--- src/axis_adapt_pkg.sv ---
/* AXI-stream upsizer shared definitions
   Widths, narrow beat and wide word structs, controller states */

package axis_adapt_pkg;

    ////////////////////////////////////////////////////////////
    // Widths
    ////////////////////////////////////////////////////////////

    // Bytes per narrow input beat
    localparam int in_bytes = 2;

    // Bytes per packed output word
    localparam int out_bytes = 8;

    // Narrow beats that fill one wide word
    localparam int subwords = out_bytes / in_bytes;

    // Beat counter holds 0 .. subwords-1
    localparam int cnt_w = $clog2(subwords);

    // Sideband widths
    localparam int dest_w = 4;
    localparam int user_w = 2;

    ////////////////////////////////////////////////////////////
    // Stream payloads
    ////////////////////////////////////////////////////////////

    // One narrow beat as seen on the input side
    typedef struct packed {
        logic [in_bytes*8-1:0] data;
        logic [in_bytes-1:0]   keep;
        logic                  last;
        logic [dest_w-1:0]     dest;
        logic [user_w-1:0]     user;
    } narrow_beat_t;

    // One packed wide word
    // Sideband comes from the beat that closed the word
    typedef struct packed {
        logic [out_bytes*8-1:0] data;
        logic [out_bytes-1:0]   keep;
        logic                   last;
        logic [dest_w-1:0]      dest;
        logic [user_w-1:0]      user;
    } wide_word_t;

    ////////////////////////////////////////////////////////////
    // Controller states
    ////////////////////////////////////////////////////////////

    // st_fill  accepting narrow beats
    // st_emit  moving a finished word to the output register
    typedef enum logic {
        st_fill = 1'b0,
        st_emit = 1'b1
    } pack_state_e;

endpackage

--- src/axis_pack_ctrl.sv ---
/* Upsizer controller FSM
   Sequences beat acceptance and hand-off of finished words */

`timescale 1ns/1ps

module axis_pack_ctrl (
    input  logic axis_in,
    input  logic rst_n,
    input  logic s_valid,
    input  logic s_last,
    input  logic final_slot,
    input  logic out_free,
    output logic s_ready,
    output logic shift_en,
    output logic word_done
);

    import axis_adapt_pkg::*;

    pack_state_e state;
    pack_state_e state_nxt;

    // Accepted beat closes the word
    logic close_beat;

    ////////////////////////////////////////////////////////////
    // Handshake decode
    ////////////////////////////////////////////////////////////

    // Input only open while filling
    assign s_ready = (state == st_fill);

    // Input handshake this cycle
    assign shift_en = s_valid && s_ready;

    // Last flag or fourth beat ends the word
    assign close_beat = shift_en && (s_last || final_slot);

    // Move to output once the holding register can take it
    assign word_done = (state == st_emit) && out_free;

    ////////////////////////////////////////////////////////////
    // Next state
    ////////////////////////////////////////////////////////////

    always_comb begin
        state_nxt = state;
        case (state)
            st_fill: begin
                if (close_beat) begin
                    state_nxt = st_emit;
                end
            end
            st_emit: begin
                // Finished word waits in the shifter until out_free
                if (out_free) begin
                    state_nxt = st_fill;
                end
            end
            default: begin
                state_nxt = st_fill;
            end
        endcase
    end

    ////////////////////////////////////////////////////////////
    // State register
    ////////////////////////////////////////////////////////////

    always_ff @(posedge axis_in) begin
        if (!rst_n) begin
            state <= st_fill;
        end else begin
            state <= state_nxt;
        end
    end

endmodule

--- src/axis_pack_shifter.sv ---
/* Packing shift register for the upsizer
   Shifts narrow data and keep into a wide word, keeps closing sideband */

`timescale 1ns/1ps

module axis_pack_shifter (
    input  logic                        axis_in,
    input  logic                        rst_n,
    input  axis_adapt_pkg::narrow_beat_t s_beat,
    input  logic                        shift_en,
    input  logic                        word_done,
    output axis_adapt_pkg::wide_word_t   packed_word
);

    import axis_adapt_pkg::*;

    // Bits of data and keep that survive one shift
    localparam int keep_hi = out_bytes - in_bytes;
    localparam int data_hi = (out_bytes - in_bytes) * 8;

    // Word under construction
    wide_word_t word_q;

    ////////////////////////////////////////////////////////////
    // Shift register
    ////////////////////////////////////////////////////////////

    always_ff @(posedge axis_in) begin
        if (!rst_n) begin
            word_q <= '0;
        end else if (word_done) begin
            // Zero data and keep so a short word gets empty upper lanes
            word_q <= '0;
        end else if (shift_en) begin
            // Older beats move up one subword, newest enters at subword 0
            word_q.data <= {word_q.data[data_hi-1:0], s_beat.data};
            word_q.keep <= {word_q.keep[keep_hi-1:0], s_beat.keep};

            // Sideband follows every beat, so the closing one wins
            word_q.last <= s_beat.last;
            word_q.dest <= s_beat.dest;
            word_q.user <= s_beat.user;
        end
    end

    assign packed_word = word_q;

endmodule

--- src/axis_subword_counter.sv ---
/* Subword counter for the upsizer
   Counts accepted beats of the current word and flags the last slot */

`timescale 1ns/1ps

module axis_subword_counter (
    input  logic axis_in,
    input  logic rst_n,
    input  logic shift_en,
    input  logic word_done,
    output logic final_slot
);

    import axis_adapt_pkg::*;

    // Beats already packed into the current word
    logic [cnt_w-1:0] beat_cnt;

    ////////////////////////////////////////////////////////////
    // Count register
    ////////////////////////////////////////////////////////////

    always_ff @(posedge axis_in) begin
        if (!rst_n) begin
            beat_cnt <= '0;
        end else if (word_done) begin
            // Word handed off, start over
            beat_cnt <= '0;
        end else if (shift_en) begin
            // Wraps after the fourth beat, controller leaves st_fill then anyway
            beat_cnt <= beat_cnt + 1'b1;
        end
    end

    // Next accepted beat lands in the top subword
    assign final_slot = (beat_cnt == cnt_w'(subwords - 1));

endmodule

--- src/axis_upsizer.sv ---
/* AXI-stream 16 to 64 bit upsizer top level
   Counter, controller, shifter and output register */

`timescale 1ns/1ps

module axis_upsizer (
    input  logic                        axis_in,
    input  logic                        rst_n,
    input  axis_adapt_pkg::narrow_beat_t s_beat,
    input  logic                        s_valid,
    output logic                        s_ready,
    output axis_adapt_pkg::wide_word_t   m_word,
    output logic                        m_valid,
    input  logic                        m_ready
);

    import axis_adapt_pkg::*;

    ////////////////////////////////////////////////////////////
    // Internal wires
    ////////////////////////////////////////////////////////////

    logic       shift_en;
    logic       word_done;
    logic       final_slot;
    logic       out_free;
    wide_word_t packed_word;

    axis_subword_counter u_counter (
        .axis_in    (axis_in),
        .rst_n      (rst_n),
        .shift_en   (shift_en),
        .word_done  (word_done),
        .final_slot (final_slot)
    );

    // Controller sees only the last bit of the beat
    axis_pack_ctrl u_ctrl (
        .axis_in    (axis_in),
        .rst_n      (rst_n),
        .s_valid    (s_valid),
        .s_last     (s_beat.last),
        .final_slot (final_slot),
        .out_free   (out_free),
        .s_ready    (s_ready),
        .shift_en   (shift_en),
        .word_done  (word_done)
    );

    axis_pack_shifter u_shifter (
        .axis_in     (axis_in),
        .rst_n       (rst_n),
        .s_beat      (s_beat),
        .shift_en    (shift_en),
        .word_done   (word_done),
        .packed_word (packed_word)
    );

    axis_word_out_reg u_out_reg (
        .axis_in     (axis_in),
        .rst_n       (rst_n),
        .packed_word (packed_word),
        .word_done   (word_done),
        .m_ready     (m_ready),
        .m_word      (m_word),
        .m_valid     (m_valid),
        .out_free    (out_free)
    );

endmodule

--- src/axis_word_out_reg.sv ---
/* Output holding register of the upsizer
   Holds a packed word and valid stable under back-pressure */

`timescale 1ns/1ps

module axis_word_out_reg (
    input  logic                      axis_in,
    input  logic                      rst_n,
    input  axis_adapt_pkg::wide_word_t packed_word,
    input  logic                      word_done,
    input  logic                      m_ready,
    output axis_adapt_pkg::wide_word_t m_word,
    output logic                      m_valid,
    output logic                      out_free
);

    ////////////////////////////////////////////////////////////
    // Valid flag
    ////////////////////////////////////////////////////////////

    always_ff @(posedge axis_in) begin
        if (!rst_n) begin
            m_valid <= 1'b0;
        end else if (word_done) begin
            // A new load wins over a handshake in the same cycle
            m_valid <= 1'b1;
        end else if (m_valid && m_ready) begin
            m_valid <= 1'b0;
        end
    end

    // Payload only changes on a load
    always_ff @(posedge axis_in) begin
        if (word_done) begin
            m_word <= packed_word;
        end
    end

    // Empty now, or the sink takes the held word this cycle
    assign out_free = !m_valid || m_ready;

endmodule

--- config.mk ---
export PLATFORM = sky130hd
export DESIGN_NAME = axis_upsizer
export DESIGN_NICKNAME = d
export VERILOG_FILES = /design/src/axis_adapt_pkg.sv /design/src/axis_pack_ctrl.sv /design/src/axis_pack_shifter.sv /design/src/axis_subword_counter.sv /design/src/axis_upsizer.sv /design/src/axis_word_out_reg.sv
export SDC_FILE = /design/constraint.sdc
export NUM_CORES = 1
export LEC_CHECK = 0
export BUFFER_PORTS_ARGS = -buffer_cell sky130_fd_sc_hd__buf_2
export CORE_MARGIN = 4
export CORE_UTILIZATION = 58
export CTS_CLUSTER_SIZE = 40
export DETAILED_ROUTE_END_ITERATION = 8
export PLACE_DENSITY_LB_ADDON = 0.15
export SYNTH_ARGS = -nofsm -noshare
export SYNTH_HDL_FRONTEND = slang
export SYNTH_SLANG_ARGS = --single-unit
export TNS_END_PERCENT = 1
--- constraint.sdc ---
create_clock -name axis_in -period 13.35 [get_ports axis_in]
set_clock_uncertainty 0.2 [all_clocks]
set_input_delay 0.6675 -clock axis_in [delete_from_list [all_inputs] [get_ports axis_in]]
set_output_delay 0.6675 -clock axis_in [all_outputs]
set_load 0.1 [all_outputs]
==> qor.yml <==
timing:
  max_slew_margin: 0.267
  fin_hold_ws_ns: 0.193
  finalMaxSlewViolations: 0
  fmax_ghz: 0.382
  period_share: 0.196
  setup_tns_ns: 0
  rsz0062_at_grt: "no"
  period_needed_ns: 2.61
  finalHoldViolCount: 0
  worst_slew_pin_slew_ns: 1.10
  finalSetupViolCount: 0
global_route:
  grt_pass1_vias: 3399
  grt_util_all_layers: 0.192
  grt_pass1_wl_mm: 16.6
  grt.overflow.total: 0
  grt_max_degree: 81
  antenna_found_initial: 0
floorplanning:
  start_util: 0.602
  die_area_um2: 10800
  die_w_um: 104
  coreArea_um2: 8850
  num_rows: 34
  pin_count: 110
  die_h_um: 104
clock_network:
  post_cts_buffers: 0
  cts.sink_count: 162
  insertion_delay_ns: 0.51
  htree_levels: 4
  tritoncts: "built"
  clockBufferDepth: 2
  clkSlewWorstSetupHoldPaths_ns: 0.06
  cts_resized: 0
  cts-root-buf: "clkbuf_8"
  cts_buffers: 17
  holdBufCountCts: 0
yosys:
  yosysWarnings: 0
  syn_avg_cell_area_um2: 12.1
  synth_seq_cells: 162
  synth.yosys.seq_area_share: 0.757
  syn_nets: 471
  syn_inst: 441
  synth_cell_types: 18
  async_flop_share: 0
  yosysTopAreaCellShare: 0.445
  synth-edff-count: 79
  syn_area_um2: 5330
  synthTopCellsByArea: "edfxtp_1, dfxtp_1, nand2_1"
  synth_top_area_cell: "edfxtp_1"
  ys_dominant_reg_cell: "dfxtp_1"
pwr:
  p_leak_nw: 2.47
  ir_drop_uv: 100
  power.density_nw_per_um2: 175
place:
  gp_congestion: 0.747
  hpwl_mm: 6.20
  io_buffers: 109
layout:
  drive_gt1_frac: 0.261
  utilization: 0.733
  layout_commonest_cell: "nand2_1"
  nets: 577
  area_growth_pct: 21.7
  n_antenna_cell: 0
  layout_common_cells: "nand2_1, buf_2, dfxtp_1"
routing:
  postRouteWirelength_mm: 10.2
  num_vias: 3441
  via_per_inst: 5.15
  drt-initial-drc-count: 178
  drcViolationCount: 0
  ant_nets: 0
  wl_per_cell_um: 15.2
  drt-pass1-iter-count: 4
worst_setup_path:
  cp-end-kind: "flop"
  crit_fanout: 42
  arrival_ns: 2.56
  required_ns: 13.29
  crit_type: "flop to flop"
  cp-start-kind: "flop"
min_path:
  worst_hold_path_type: "input pin to flop"
status:
  status: "complete, no violations"
job:
  maxCapViolations: 0
## where the power goes
part	internal, mW	total (mW)	switching (mW)
logic	0.0133	0.0840	0.0707
clock network	0.323	0.509	0.185
registers	0.534	0.542	0.00747
total	0.871	1.13	0.263
## kinds of logic (layout without fill, tap and decap cells)
kind of cell	after synthesis	after routing	share of synthesized area
xor gates and xnor gates	1	1	0.00164
DFF	162	162	0.757
buffers and inverters	27	146	0.0387
adders and majority gates	1	1	0.00235
and+or+nand+nor	166	166	0.119
AOI/OAI and AO/OA	84	84	0.0819
## synthesized netlist by cell type, types with 2 or more instances
cell,n
nand2_1,161
nor2_1,2
buf_2,9
a21oi_1,80
buf_6,8
buf_4,9
edfxtp_1,79
dfxtp_1,83
## critical path, cell delays in order (launching register included)
cell     delay, ns
dfxtp_1       0.45
inv_2         0.11
nor2_4        0.85
buf_4         0.59
## cell type report
type,instances,area [µm²]
clock inverter,13,209
timing repair buffer,113,576
fill,639,2360
inverter,1,3.75
multi-input combinational,252,1110
tap,108,135
clock buffer,19,422
sequential,162,4030
## layer usage
metal	part of all wire	track usage	wire, µm	up-vias
met5	0	0	0	-
met4	0.011	0.0665	108	0
met1	0.43	0.251	4400	1626
met2	0.50	0.311	5060	109
met3	0.059	0.0540	595	9
li1	-	-	-	1697
## worst paths after layout
path                                  start                         to  slack [ns]  cells after the start
hold / removal                    s_beat[9]  u_shifter.packed_word[15]        0.19                      3
setup / recovery               u_ctrl.state       u_out_reg.m_word[58]       10.74                      3
setup reg to reg               u_ctrl.state       u_out_reg.m_word[58]       10.74                      3
hold reg to reg   u_shifter.packed_word[13]       u_out_reg.m_word[13]        0.23                      0
## per-stage QoR
| step | worst slack, ns | std cells | power, mW | cell area [µm²] |
|---|---|---|---|---|
| 2_1_floorplan | 8.31 | 441 | 0.624 | 5330 |
| 3_3_place_gp | 10.35 | 636 | 0.635 | 5860 |
| 3_5_place_dp | 10.28 | 636 | 0.637 | 5860 |
| 4_1_cts | 10.71 | 668 | 1.14 | 6490 |
| 5_1_grt | 10.57 | 668 | 1.17 | 6490 |
| 6_report | 10.74 | 668 | 1.13 | 6490 |
## registers in the layout, summed over array words and instances (netlist names)
name / count
u_ctrl.state: 1
u_out_reg.m_word: 79
u_out_reg.m_valid: 1
u_counter.beat_cnt: 2
u_shifter.packed_word: 79
Power figures use the tool's default switching activity.
